[src/logic/max_norm_defines.svh]
`ifndef MAX_NORM_DEFINES_SVH
`define MAX_NORM_DEFINES_SVH

// lane value width
`define DATA_WIDTH 16
// lanes per memory word
`define LANES 4
// memory address width
`define ADDR_WIDTH 9

// credits held after reset and the counter that keeps them
`define CREDITS 4
`define CREDIT_WIDTH 3

// 512 words of four 17-bit differences
`define SUM_WIDTH 28

`endif
[src/logic/max_norm_pkg.sv]
`default_nettype none

package max_norm_pkg;

  `include "max_norm_defines.svh"

  typedef logic signed [`DATA_WIDTH-1:0] data_t;

  // lane minus maximum is never positive
  typedef logic signed [`DATA_WIDTH:0] diff_t;

  typedef logic signed [`SUM_WIDTH-1:0] sum_t;
  typedef logic [`ADDR_WIDTH-1:0] addr_t;
  typedef logic [`CREDIT_WIDTH-1:0] credit_t;

  typedef enum logic [2:0] {
    IDLE,
    MAX_PASS,
    MAX_DRAIN,
    SUB_PASS,
    SUB_DRAIN
  } pass_state_e;

endpackage

`default_nettype wire

[src/logic/max_norm_top.sv]
`timescale 1ns/1ps
`default_nettype none

module max_norm_top import max_norm_pkg::*; (
  input  wire logic  clk,
  input  wire logic  reset,
  input  wire logic  start,
  input  wire addr_t start_addr,
  input  wire addr_t end_addr,
  output addr_t      addr,
  input  wire data_t rd_data0,
  input  wire data_t rd_data1,
  input  wire data_t rd_data2,
  input  wire data_t rd_data3,
  output logic       out_valid,
  output diff_t      out_data0,
  output diff_t      out_data1,
  output diff_t      out_data2,
  output diff_t      out_data3,
  input  wire logic  credit_return,
  output data_t      max_value,
  output sum_t       sum,
  output logic       done
);

  logic max_in_valid;
  logic max_in_last;
  logic sub_in_valid;
  logic sub_in_last;
  logic max_done;
  logic out_last;

  pass_sequencer seq0 (
    .clk           (clk),
    .reset         (reset),
    .start         (start),
    .start_addr    (start_addr),
    .end_addr      (end_addr),
    .max_done      (max_done),
    .credit_return (credit_return),
    .addr          (addr),
    .max_in_valid  (max_in_valid),
    .max_in_last   (max_in_last),
    .sub_in_valid  (sub_in_valid),
    .sub_in_last   (sub_in_last)
  );

  // pass 1 datapath
  lane_max_tree max0 (
    .clk       (clk),
    .reset     (reset),
    .lane0     (rd_data0),
    .lane1     (rd_data1),
    .lane2     (rd_data2),
    .lane3     (rd_data3),
    .in_valid  (max_in_valid),
    .in_last   (max_in_last),
    .max_value (max_value),
    .max_done  (max_done)
  );

  // pass 2 datapath
  lane_subtract sub0 (
    .clk       (clk),
    .reset     (reset),
    .lane0     (rd_data0),
    .lane1     (rd_data1),
    .lane2     (rd_data2),
    .lane3     (rd_data3),
    .max_value (max_value),
    .in_valid  (sub_in_valid),
    .in_last   (sub_in_last),
    .out_valid (out_valid),
    .out_last  (out_last),
    .out_data0 (out_data0),
    .out_data1 (out_data1),
    .out_data2 (out_data2),
    .out_data3 (out_data3)
  );

  diff_sum_tree acc0 (
    .clk      (clk),
    .reset    (reset),
    .diff0    (out_data0),
    .diff1    (out_data1),
    .diff2    (out_data2),
    .diff3    (out_data3),
    .in_valid (out_valid),
    .in_last  (out_last),
    .sum      (sum),
    .done     (done)
  );

endmodule

`default_nettype wire

[src/logic/diff_sum_tree.sv]
`timescale 1ns/1ps
`default_nettype none

module diff_sum_tree import max_norm_pkg::*; (
  input  wire logic  clk,
  input  wire logic  reset,
  input  wire diff_t diff0,
  input  wire diff_t diff1,
  input  wire diff_t diff2,
  input  wire diff_t diff3,
  input  wire logic  in_valid,
  input  wire logic  in_last,
  output sum_t       sum,
  output logic       done
);

  sum_t sum01;
  sum_t sum23;
  sum_t pair_total;
  logic s1_valid;
  logic s1_last;
  logic s2_valid;
  logic s2_last;
  logic first;

  // level one and level two of the adder tree
  always_ff @(posedge clk) begin
    sum01      <= sum_t'(diff0) + sum_t'(diff1);
    sum23      <= sum_t'(diff2) + sum_t'(diff3);
    pair_total <= sum01 + sum23;
  end

  always_ff @(posedge clk) begin
    if (reset) begin
      s1_valid <= 1'b0;
      s1_last  <= 1'b0;
      s2_valid <= 1'b0;
      s2_last  <= 1'b0;
      first    <= 1'b1;
      done     <= 1'b0;
    end else begin
      s1_valid <= in_valid;
      s1_last  <= in_valid && in_last;
      s2_valid <= s1_valid;
      s2_last  <= s1_valid && s1_last;
      done     <= s2_valid && s2_last;
      if (s2_valid) begin
        first <= s2_last;
      end
    end
  end

  // accumulator restarts on the first beat of a run
  always_ff @(posedge clk) begin
    if (s2_valid) begin
      if (first) begin
        sum <= pair_total;
      end else begin
        sum <= sum + pair_total;
      end
    end
  end

endmodule

`default_nettype wire

[src/logic/lane_subtract.sv]
`timescale 1ns/1ps
`default_nettype none

module lane_subtract import max_norm_pkg::*; (
  input  wire logic  clk,
  input  wire logic  reset,
  input  wire data_t lane0,
  input  wire data_t lane1,
  input  wire data_t lane2,
  input  wire data_t lane3,
  input  wire data_t max_value,
  input  wire logic  in_valid,
  input  wire logic  in_last,
  output logic       out_valid,
  output logic       out_last,
  output diff_t      out_data0,
  output diff_t      out_data1,
  output diff_t      out_data2,
  output diff_t      out_data3
);

  diff_t max_ext;

  // one extra bit so the difference cannot wrap
  assign max_ext = diff_t'(max_value);

  always_ff @(posedge clk) begin
    if (in_valid) begin
      out_data0 <= diff_t'(lane0) - max_ext;
      out_data1 <= diff_t'(lane1) - max_ext;
      out_data2 <= diff_t'(lane2) - max_ext;
      out_data3 <= diff_t'(lane3) - max_ext;
    end
  end

  always_ff @(posedge clk) begin
    if (reset) begin
      out_valid <= 1'b0;
      out_last  <= 1'b0;
    end else begin
      out_valid <= in_valid;
      out_last  <= in_valid && in_last;
    end
  end

endmodule

`default_nettype wire

[src/logic/lane_max_tree.sv]
`timescale 1ns/1ps
`default_nettype none

module lane_max_tree import max_norm_pkg::*; (
  input  wire logic  clk,
  input  wire logic  reset,
  input  wire data_t lane0,
  input  wire data_t lane1,
  input  wire data_t lane2,
  input  wire data_t lane3,
  input  wire logic  in_valid,
  input  wire logic  in_last,
  output data_t      max_value,
  output logic       max_done
);

  data_t max01;
  data_t max23;
  data_t word_max;
  logic  s1_valid;
  logic  s1_last;
  logic  first;

  assign word_max = (max01 > max23) ? max01 : max23;

  // first stage compares the lanes in pairs
  always_ff @(posedge clk) begin
    max01 <= (lane0 > lane1) ? lane0 : lane1;
    max23 <= (lane2 > lane3) ? lane2 : lane3;
  end

  always_ff @(posedge clk) begin
    if (reset) begin
      s1_valid <= 1'b0;
      s1_last  <= 1'b0;
      first    <= 1'b1;
      max_done <= 1'b0;
    end else begin
      s1_valid <= in_valid;
      s1_last  <= in_valid && in_last;
      max_done <= s1_valid && s1_last;
      // the word after a last word opens the next run
      if (s1_valid) begin
        first <= s1_last;
      end
    end
  end

  // second stage keeps the running maximum
  always_ff @(posedge clk) begin
    if (s1_valid) begin
      if (first || (word_max > max_value)) begin
        max_value <= word_max;
      end
    end
  end

endmodule

`default_nettype wire

[src/logic/pass_sequencer.sv]
`timescale 1ns/1ps
`default_nettype none

`include "max_norm_defines.svh"

module pass_sequencer import max_norm_pkg::*; (
  input  wire logic  clk,
  input  wire logic  reset,
  input  wire logic  start,
  input  wire addr_t start_addr,
  input  wire addr_t end_addr,
  input  wire logic  max_done,
  input  wire logic  credit_return,
  output addr_t      addr,
  output logic       max_in_valid,
  output logic       max_in_last,
  output logic       sub_in_valid,
  output logic       sub_in_last
);

  pass_state_e state;
  addr_t       first_addr;
  addr_t       last_addr;
  credit_t     credits;
  logic        start_ok;
  logic        at_last;
  logic        max_issue;
  logic        sub_issue;

  // empty ranges and starts during a run are dropped
  assign start_ok = start && (state == IDLE) && (end_addr > start_addr);
  assign at_last  = (addr == last_addr);

  // pass 1 reads every cycle, pass 2 only with a credit in hand
  assign max_issue = (state == MAX_PASS);
  assign sub_issue = (state == SUB_PASS) && (credits != '0);

  // range is held for both passes
  always_ff @(posedge clk) begin
    if (start_ok) begin
      first_addr <= start_addr;
      last_addr  <= end_addr - 1'b1;
    end
  end

  always_ff @(posedge clk) begin
    if (reset) begin
      state        <= IDLE;
      addr         <= '0;
      credits      <= credit_t'(`CREDITS);
      max_in_valid <= 1'b0;
      max_in_last  <= 1'b0;
      sub_in_valid <= 1'b0;
      sub_in_last  <= 1'b0;
    end else begin
      // read data shows up one cycle after its address
      max_in_valid <= max_issue;
      max_in_last  <= max_issue && at_last;
      sub_in_valid <= sub_issue;
      sub_in_last  <= sub_issue && at_last;

      // a take and a return in the same cycle cancel out
      credits <= credits - credit_t'(sub_issue) + credit_t'(credit_return);

      case (state)
        IDLE: begin
          if (start_ok) begin
            addr  <= start_addr;
            state <= MAX_PASS;
          end
        end
        MAX_PASS: begin
          if (at_last) begin
            state <= MAX_DRAIN;
          end else begin
            addr <= addr + 1'b1;
          end
        end
        MAX_DRAIN: begin
          // wait for the compare pipeline to settle the maximum
          if (max_done) begin
            addr  <= first_addr;
            state <= SUB_PASS;
          end
        end
        SUB_PASS: begin
          // addr holds while out of credits
          if (sub_issue) begin
            if (at_last) begin
              state <= SUB_DRAIN;
            end else begin
              addr <= addr + 1'b1;
            end
          end
        end
        SUB_DRAIN: begin
          state <= IDLE;
        end
        default: begin
          state <= IDLE;
        end
      endcase
    end
  end

endmodule

`default_nettype wire

[config.mk]
export PLATFORM = sky130hd
export DESIGN_NAME = max_norm_top
export DESIGN_NICKNAME = d
export VERILOG_FILES = /design/src/logic/max_norm_pkg.sv /design/src/logic/max_norm_top.sv /design/src/logic/diff_sum_tree.sv /design/src/logic/lane_subtract.sv /design/src/logic/lane_max_tree.sv /design/src/logic/pass_sequencer.sv
export VERILOG_INCLUDE_DIRS = /design/src /design/src/logic
export SDC_FILE = /design/constraint.sdc
export NUM_CORES = 1
export LEC_CHECK = 0
export BUFFER_PORTS_ARGS = -buffer_cell sky130_fd_sc_hd__buf_2
export CORE_MARGIN = 1.5
export CORE_UTILIZATION = 55
export CTS_BUF_LIST = sky130_fd_sc_hd__clkbuf_4 sky130_fd_sc_hd__clkbuf_8 sky130_fd_sc_hd__clkbuf_16
export DETAILED_ROUTE_END_ITERATION = 6
export HOLD_SLACK_MARGIN = 0.05
export PLACE_DENSITY = 0.76
export SKIP_LAST_GASP = 1
export SLEW_MARGIN = 20
export SYNTH_ARGS = -nofsm -noshare
export SYNTH_HDL_FRONTEND = slang
export SYNTH_HIERARCHICAL = 1
export SYNTH_SLANG_ARGS = --single-unit
export TNS_END_PERCENT = 5
[constraint.sdc]
create_clock -name clk -period 5.4 [get_ports clk]
set_input_delay 1.62 -clock clk [delete_from_list [all_inputs] [get_ports clk]]
set_output_delay 1.62 -clock clk [all_outputs]
set_load 0.01 [all_outputs]
## After elaboration in Yosys (flattened, before gate mapping)

Index checks and enable logic that the tools add are counted.

- Input bits: 86
- Output and inout bits: 123
- Logic and storage cells: 91
- Register bits after elaboration: 277

- Mux-type cells: 15
- Reduce and logical (&&, ||, !) cells: 18
- Equality and inequality tests: 9
- $lt $le $gt $ge: 5
- Add/sub/neg operators: 12

Operators with widths:

| cell | number |
|---|---|
| 16-bit by 16-bit subtractor with 17-bit output | 4 |
| 16-bit greater-than comparator | 4 |
| 28-bit adder | 2 |
| 16-bit 2-to-1 mux | 3 |
| 17-bit by 17-bit adder with 18-bit output | 2 |
| 9-bit 2-to-1 mux | 4 |
| 9-bit case mux with 4 select lines | 1 |
| 28-bit 2-to-1 mux | 1 |
| 3-bit 2-to-1 mux | 5 |
| 3-bit case mux with 4 select lines | 1 |
| 1-bit logical AND | 11 |
| 2-bit by 1-bit != test with 1-bit output (second input constant) | 5 |
| 9-bit by 1-bit adder with 9-bit output (second input constant) | 1 |
| 9-bit == test | 1 |
| 9-bit greater-than comparator | 1 |
| 9-bit by 1-bit subtractor with 9-bit output (second input constant) | 1 |
| 3-bit by 2-bit == test with 1-bit output (second input constant) | 2 |
| 5-bit AND reduction | 1 |
| 4-bit AND reduction | 1 |
| 4-bit nonzero test | 1 |
| 3-bit by 1-bit adder with 3-bit output | 1 |
| 3-bit by 1-bit == test with 1-bit output (second input constant) | 1 |
| 3-bit logical NOT | 1 |
| 3-bit nonzero test | 1 |
| 3 further kinds | 3 |

## Logic depth before layout (Yosys ltp)

Gate-level depths: netlist of the first run.

- Word-level depth: 5
- Depth in mapped cells: 16
- Depth with buffers taken out: 15

## Modules after synthesis

The synthesis of the first run kept the hierarchy.

By module, submodules not included:

| module | cells each | times used | seq. area each (µm²) | area each (µm²) |
|---|---|---|---|---|
| diff_sum_tree | 656 | 1 | 2062.0 | 6049.6 |
| lane_subtract | 530 | 1 | 2082.0 | 5360.1 |
| lane_max_tree | 344 | 1 | 1201.2 | 3517.1 |
| pass_sequencer | 225 | 1 | 920.9 | 2187.1 |

## Worst setup path after synthesis of the first run

Ideal clock, no wire load.

- Kind: reg-to-reg
- Start point: reg max0.max23[15]
- End point: reg max0.max_value[0] (enable)
- Data arrival time: 4435 ps
- Buffers on the path: 1
- Setup time: 409 ps
- Data required time: 4991 ps
- Period minus slack after synthesis: 4845 ps
- Path slack: 555 ps
- Cell stages (with the launch flop): 17
- Cells stage by stage: dfxtp_1 > inv_1 > ha_1 > nand4_1 > or4_1 > a21oi_1 > nor4b_1 > a211oi_4 > buf_12 > mux2_4 > ha_1 > and4_1 > and3_1 > o21ai_0 > nand3_1 > a211oi_1 > nor3_1

- Cells in the longest elaborated chain, start to end: 5

RTL lines:

| what | RTL line | source |
|---|---|---|
| from (decl) | lane_max_tree.sv:18 | `data_t max23;` |
| from (signal assigned) | lane_max_tree.sv:29 | `max23 <= (lane2 > lane3) ? lane2 : lane3;` |
| 16-bit greater-than comparator | lane_max_tree.sv:24 | `assign word_max = (max01 > max23) ? max01 : max23;` |
| 16-bit 2-to-1 mux | lane_max_tree.sv:24 |  |
| via max0.word_max[7] | lane_max_tree.sv:19 | `data_t word_max;` |
| 16-bit greater-than comparator | lane_max_tree.sv:52 | `if (first \|\| (word_max > max_value)) begin` |
| 1-bit logical OR | lane_max_tree.sv:52 |  |
| 2-bit AND reduction (no line) | n/a |  |
| to (signal assigned) | lane_max_tree.sv:53 | `max_value <= word_max;` |
| to (decl) | lane_max_tree.sv:13 | `output data_t max_value,` |

The timed path passes the listed nets, and every way through them passes these cells.
A chain may end at the register's enable or synchronous reset.

## Final worst setup path of the first run

- Start point: reg max0.max23[15]
- End point: reg max0.max_value[2] (enable)

Same word-level chain as after synthesis.

==> results of run 1 <==
-- area by class of cell --
| cell class | count | area (µm²) | share of cell area, % |
|---|---|---|---|
| Clock buffer | 40 | 927 | 4.74 |
| Clock inverter | 12 | 81.3 | 0.416 |
| Inverter | 152 | 571 | 2.92 |
| Multi-Input combinational cell | 1323 | 10100 | 51.7 |
| Sequential cell | 248 | 6270 | 32.0 |
| Tap cell | 396 | 495 | 2.53 |
| Timing Repair Buffer | 216 | 1100 | 5.63 |
-- power by group --
group          total [mW]  internal [mW]  switching, mW
Sequential           2.13           2.07         0.0606
Clock                1.99           1.20          0.786
Combinational       0.887          0.402          0.485
-- state kept, by name (all words and copies together) (netlist names), 17 cells and up --
register / count
sub0/out_data1: 17
acc0/sum23: 18
sub0/out_data3: 17
sub0/out_data2: 17
acc0/sum01: 18
acc0/sum: 28
sub0/out_data0: 17
acc0/pair_total: 19
-- stage by stage --
stage,area [µm²],setup WS (ns),power (mW)
final,19600,0.831,5.00
after global routing,19600,0.636,5.21
after CTS,19600,0.853,5.03
after detailed placement,18600,0.904,3.04
after global placement,18600,0.971,3.01
after floorplan,17100,0.555,2.78
-- synthesized netlist by cell type (18+ instances only) --
| library cell | instances |
|---|---|
| a21oi_1 | 132 |
| mux2_2 | 41 |
| edfxtp_1 | 130 |
| nand4_1 | 27 |
| xnor2_1 | 80 |
| o21a_1 | 33 |
| nand3_1 | 35 |
| nor3_1 | 35 |
| o21ai_1 | 40 |
| xor2_1 | 48 |
| nand2b_1 | 18 |
| nand2_1 | 102 |
| ha_1 | 220 |
| a21o_1 | 43 |
| o21ai_0 | 59 |
| inv_1 | 152 |
| clkbuf_1 | 20 |
| nor2_1 | 101 |
| nor2b_1 | 39 |
| dfxtp_1 | 118 |
-- path summary, 6_finish.rpt --
kind / startpoint / endpoint / slack (ns) / cells past startpoint
hold / removal: sub0/out_last / acc0/s1_last / 0.44 / 1
setup reg to reg: max0/max23[15] / max0/max_value[2] / 0.83 / 16
hold reg to reg: sub0/out_last / acc0/s1_last / 0.44 / 1
setup / recovery: max0/max23[15] / max0/max_value[2] / 0.83 / 16
-- worst max-delay path, delay by kind of cell (launching register included) --
kind | cells | cell delay (ns)
AND/OR/NAND/NOR | 5 | 1.01
multiplexers | 1 | 0.37
flip-flops | 1 | 0.32
adder cells (fa/ha/maj) | 2 | 0.60
AO/OA/AOI/OAI | 5 | 1.48
buffers and inverters | 3 | 0.50
-- layer usage --
metal | up-vias | GRT usage [%]
li1 | 6877 | -
met4 | 0 | 12.4
met3 | 94 | 3.40
met2 | 466 | 49.0
met5 | - | 0
met1 | 6694 | 33.9
-- logic make-up (layout without fill, tap and decap cells) --
| logic type | count (synthesis) | count (layout) | synth area share, % |
|---|---|---|---|
| adders and majority gates | 229 | 229 | 17.1 |
| AOI/OAI and AO/OA | 473 | 473 | 18.7 |
| DFF | 248 | 248 | 36.6 |
| and+or+nand+nor | 434 | 434 | 12.7 |
| buffers and inverters | 184 | 420 | 4.30 |
| muxes | 59 | 59 | 4.01 |
| xor gates and xnor gates | 128 | 128 | 6.55 |
==> impl_metrics.env, run 1 <==
export IMPL_core_um2=30600
export IMPL_cts_htree_levels=1
export IMPL_ys_top_cells_by_area="edfxtp_1 (23%), ha_1 (16%), dfxtp_1 (14%)"
export IMPL_final_cell_mix="ha_1 (220), buf_2 (208), inv_1 (152)"
export IMPL_start_kind="flip-flop"
export IMPL_cts_tree="yes"
export IMPL_path_clk_slew_ns=0.06
export IMPL_synthToLayoutAreaGrowth_pct=14.3
export IMPL_status="completed"
export IMPL_dp_cells=2335
export IMPL_fill_cells=2526
export IMPL_grt_pass1_wl_um=69300
export IMPL_ioPinCount=209
export IMPL_setup_worst_path_class="reg2reg"
export IMPL_ir_drop_v=0.000248
export IMPL_vias=14100
export IMPL_synth_ff_type="edfxtp_1"
export IMPL_grt_pass1_vias=13400
export IMPL_cts_setup_buffers=0
export IMPL_wl_met1_um=18500
export IMPL_vias_per_cell=5.92
export IMPL_cp_cell_sequence="inv_1 > ha_1 > nand4_1 > or4_1 > a21oi_1 > nor4b_1 > a211oi_4 > buf_4 > mux2_2 > ha_1 > a21o_1 > a21oi_1 > nand3_1 > a211oi_1 > nor3_2 > buf_4"
export IMPL_root_buffer="clkbuf_16"
export IMPL_ys_ff_latch=248
export IMPL_fin_crit_sh_pct=84.6
export IMPL_synth_cell_types=88
export IMPL_routed_top_layer="met4"
export IMPL_num_rows=64
export IMPL_die_x_um=179
export IMPL_met2_length_um=22200
export IMPL_antenna_found_initial=0
export IMPL_dieArea_um2=32200
export IMPL_crit_path_end_kind="flip-flop"
export IMPL_timing_hold_ws_ns=0.436
export IMPL_slew_headroom_pct=33.0
export IMPL_clk_latency_ns=0.56
export IMPL_crit_path_max_fanout=13
export IMPL_dp_hpwl_um=36700
export IMPL_final_cells=2387
export IMPL_final_net_count=2284
export IMPL_drtIter0Drc=1071
export IMPL_cts_resized=0
export IMPL_synth_nets=2070
export IMPL_wl_per_cell_um=19.0
export IMPL_grt_setup_unrepaired="no"
export IMPL_tightest_slew_ns=1.00
export IMPL_final_layout_size_suffix_gt1_share_pct=18.0
export IMPL_async_reset_ff_share_pct=0
export IMPL_ys_warn_count=6
export IMPL_initial_utilization_pct=55.9
export IMPL_ant_nets=0
export IMPL_synth_top_area_share_pct=22.8
export IMPL_yosys_area_top_type="edfxtp_1"
export IMPL_gp_congestion=0.977
export IMPL_portBuffers=208
export IMPL_power_static_leakage_nw=8.78
export IMPL_overflow=0
export IMPL_max_cap_violations=0
export IMPL_crit_required_ns=5.69
export IMPL_grt_start_max_net_pins=70
export IMPL_syn_area_um2=17100
export IMPL_hp_class="reg2reg"
export IMPL_layout_min_cycle_time_ns=4.57
export IMPL_totalWireLength_um=45400
export IMPL_fmax_ghz=0.219
export IMPL_syn_avg_cell_area_um2=9.75
export IMPL_yosysSeqAreaShare_pct=36.6
export IMPL_powerDensity_nw_per_um2=256
export IMPL_dr_wl_met3_um=2590
export IMPL_final_common_cell="ha_1"
export IMPL_drv_slew=0
export IMPL_setup_violations=0
export IMPL_setup_tns_ns=0
export IMPL_drt_pass1_iterations=5
export IMPL_drcViolationCount=0
export IMPL_postCtsHoldBufs=0
export IMPL_syn_inst=1755
export IMPL_worst_path_max_delay_cell="a211oi_4"
export IMPL_diodes=0
export IMPL_cts_sinks=248
export IMPL_worstPathArrival_ns=4.86
export IMPL_hold_viol=0
export IMPL_fin_util_pct=64.0
export IMPL_cpPeakStageDelay_ns=0.73
export IMPL_synth_edff_count=130
export IMPL_skew_ns=0.0287
export IMPL_cts_buffers_inserted=28
export IMPL_grt_usage_pct=27.8
export IMPL_clockBufferDepth=3
export IMPL_fp_dieH_um=179
Power figures use the tool's default switching activity.
==> run 2, diff against run 1 <==
CORE_UTILIZATION = 54   (was 55)
PLACE_DENSITY = 0.78   (was 0.76)
clock period = 3.75 ns   (was 5.4 ns; I/O delays follow)
==> run 2 against run 1 <==
Effect of this change:
- the flow now finishes with violations (negative setup slack)
- sequential share of layout area shrank 0.78 points
- fmax grew 17%
- via count grew 0.79%
- non-clock buffer count grew 26
- largest cell class unchanged
- final area grew 2.7%
- die area grew 1.8%
- combinational power grew 70%
- sequential power grew 44%
==> impl_metrics.env, run 2 (same netlist as run 1, synthesis figures left out) <==
export IMPL_status="finished, violations left"
export IMPL_violations="negative setup slack"
export IMPL_ir_drop_v=0.000314
export IMPL_met2_length_um=21700
export IMPL_switching_share_pct=27.0
export IMPL_routed_top_layer="met4"
export IMPL_cts_sinks=248
export IMPL_finalPower_mw=7.44
export IMPL_fin_crit_sh_pct=104
export IMPL_fill_cells=2558
export IMPL_p_switching_mw=2.01
export IMPL_slew_headroom_pct=38.8
export IMPL_postCtsHoldBufs=0
export IMPL_final_setup_worst_slack_ns=-0.164
export IMPL_final_common_cell="buf_2"
export IMPL_largest_reg_flops=28
export IMPL_layout_min_cycle_time_ns=3.91
export IMPL_final_area_um2=20100
export IMPL_crit_required_ns=4.05
export IMPL_fp_dieH_um=181
export IMPL_crit_path_max_fanout=8
export IMPL_worstHoldEndpoint="acc0/s1_last"
export IMPL_initial_utilization_pct=54.5
export IMPL_totalWireLength_um=45900
export IMPL_diodes=0
export IMPL_start_kind="flip-flop"
export IMPL_portBuffers=208
export IMPL_tightest_slew_ns=0.918
export IMPL_r2r_end="max0/max_value[8]"
export IMPL_worstReg2RegStart="max0/max23[14]"
export IMPL_setup_tns_ns=-2.57
export IMPL_hp_start="sub0/out_last"
export IMPL_setup_violations=16
export IMPL_overflow=0
export IMPL_clk_latency_ns=0.55
export IMPL_final_net_count=2310
export IMPL_crit_path_end_kind="flip-flop"
export IMPL_dieArea_um2=32800
export IMPL_wl_per_cell_um=19.0
export IMPL_max_cap_violations=0
export IMPL_power_static_leakage_nw=8.95
export IMPL_antenna_found_initial=0
export IMPL_root_buffer="clkbuf_16"
export IMPL_grt_pass1_vias=13600
export IMPL_p_int_mw=5.43
export IMPL_path_clk_slew_ns=0.06
export IMPL_regMostFlops="acc0/sum"
export IMPL_num_rows=65
export IMPL_reg_top3="acc0/sum: 28 flops, acc0/pair_total: 19 flops"
export IMPL_core_um2=31400
export IMPL_skew_ns=0.0175
export IMPL_gp_congestion=0.961
export IMPL_cts_tree="yes"
export IMPL_drtIter0Drc=961
export IMPL_cts_buffers_inserted=28
export IMPL_die_x_um=181
export IMPL_cts_htree_levels=1
export IMPL_synthToLayoutAreaGrowth_pct=17.5
export IMPL_grt_usage_pct=27.2
export IMPL_pwr_share_seq_pct=41.1
export IMPL_final_layout_size_suffix_gt1_share_pct=21.5
export IMPL_grt_start_max_net_pins=43
export IMPL_drcViolationCount=0
export IMPL_dr_wl_met3_um=2340
export IMPL_ant_nets=0
export IMPL_p_clk_share_pct=38.6
export IMPL_hold_viol=0
export IMPL_holdPathStages=1
export IMPL_pre_cts_ws_ns=-0.756
export IMPL_worstPathArrival_ns=4.22
export IMPL_power_frac_comb_pct=20.3
export IMPL_grt_setup_unrepaired="yes"
export IMPL_timing_hold_ws_ns=0.430
export IMPL_powerDensity_nw_per_um2=370
export IMPL_setup_worst_path_class="reg2reg"
export IMPL_drv_slew=0
export IMPL_final_cell_mix="buf_2 (208), ha_1 (204), inv_1 (146)"
export IMPL_wl_met1_um=19500
export IMPL_vias_per_cell=5.89
export IMPL_place_area_um2=18700
export IMPL_ioPinCount=209
export IMPL_fmax_ghz=0.255
export IMPL_reg2reg_depth=17
export IMPL_hp_class="reg2reg"
export IMPL_vias=14200
export IMPL_drt_pass1_iterations=5
export IMPL_clockBufferDepth=3
export IMPL_rrSetupSlack_ns=-0.16
export IMPL_dp_hpwl_um=36400
export IMPL_grt_pass1_wl_um=70700
[run 2: critical path, stage by stage, from the launching register on]
cell,delay [ns]
dfxtp_2,0.33
inv_1,0.05
ha_1,0.28
nand4_1,0.15
or4_4,0.47
a21oi_4,0.16
nor4b_4,0.07
a211oi_4,0.33
buf_6,0.17
mux2_4,0.32
ha_4,0.24
and4_4,0.20
buf_4,0.13
a21oi_2,0.15
nand3_2,0.11
a211oi_2,0.30
nor3_4,0.07
buf_6,0.15
[run 2: what timing repair did]
action                                  in CTS  in global routing
gates resized for setup                     43                 21
pin swaps                                   17                 16
endpoints found under the setup margin      16                 16
gates cloned                                 1                  0
setup buffers                                8                  3
[run 2: worst max-delay path by stage]
stage,from,to,slack [ns],cells after the start
3_5_place_dp,max0/max23[13],max0/max_value[4],-0.76,14
3_3_place_gp,max0/max23[13],max0/max_value[0],-0.67,14
6_report,max0/max23[14],max0/max_value[8],-0.16,17
2_1_floorplan,max0/max23[15],max0/max_value[0],-0.40,16
5_1_grt,max0/max23[14],max0/max_value[8],-0.27,16
4_1_cts,max0/max23[4],max0/max_value[8],-0.19,19
[run 2: layout make-up]
type	count	area (µm²)	share of cell area (%)
Multi-Input combinational cell	1323	10400	51.8
Inverter	152	571	2.84
Clock inverter	15	154	0.766
Timing Repair Buffer	242	1340	6.64
Sequential cell	248	6280	31.3
Tap cell	402	503	2.50
Clock buffer	37	840	4.18
[run 2: per-layer routing]
| metal | up-vias | track usage (%) |
|---|---|---|
| met1 | 6729 | 34.0 |
| met2 | 480 | 46.3 |
| li1 | 6930 | - |
| met4 | 0 | 13.8 |
| met3 | 104 | 3.41 |
| met5 | - | 0 |
[run 2: power by group through the flow]
stage	Clock [mW]	Combinational (mW)	Sequential [mW]
6_report	2.87	1.51	3.06
2_1_floorplan	0	0.922	3.09
3_3_place_gp	0	1.28	3.10
3_5_place_dp	0	1.31	3.10
4_1_cts	2.91	1.44	3.05
5_1_grt	3.03	1.64	3.07
[run 2: through the flow]
step | std cells | utilization (%)
after floorplan | 1755 | -
after global routing | 2419 | 64.0
after CTS | 2418 | 63.8
after detailed placement | 2357 | 59.6
after global placement | 2357 | 59.6
final | 2419 | 64.0
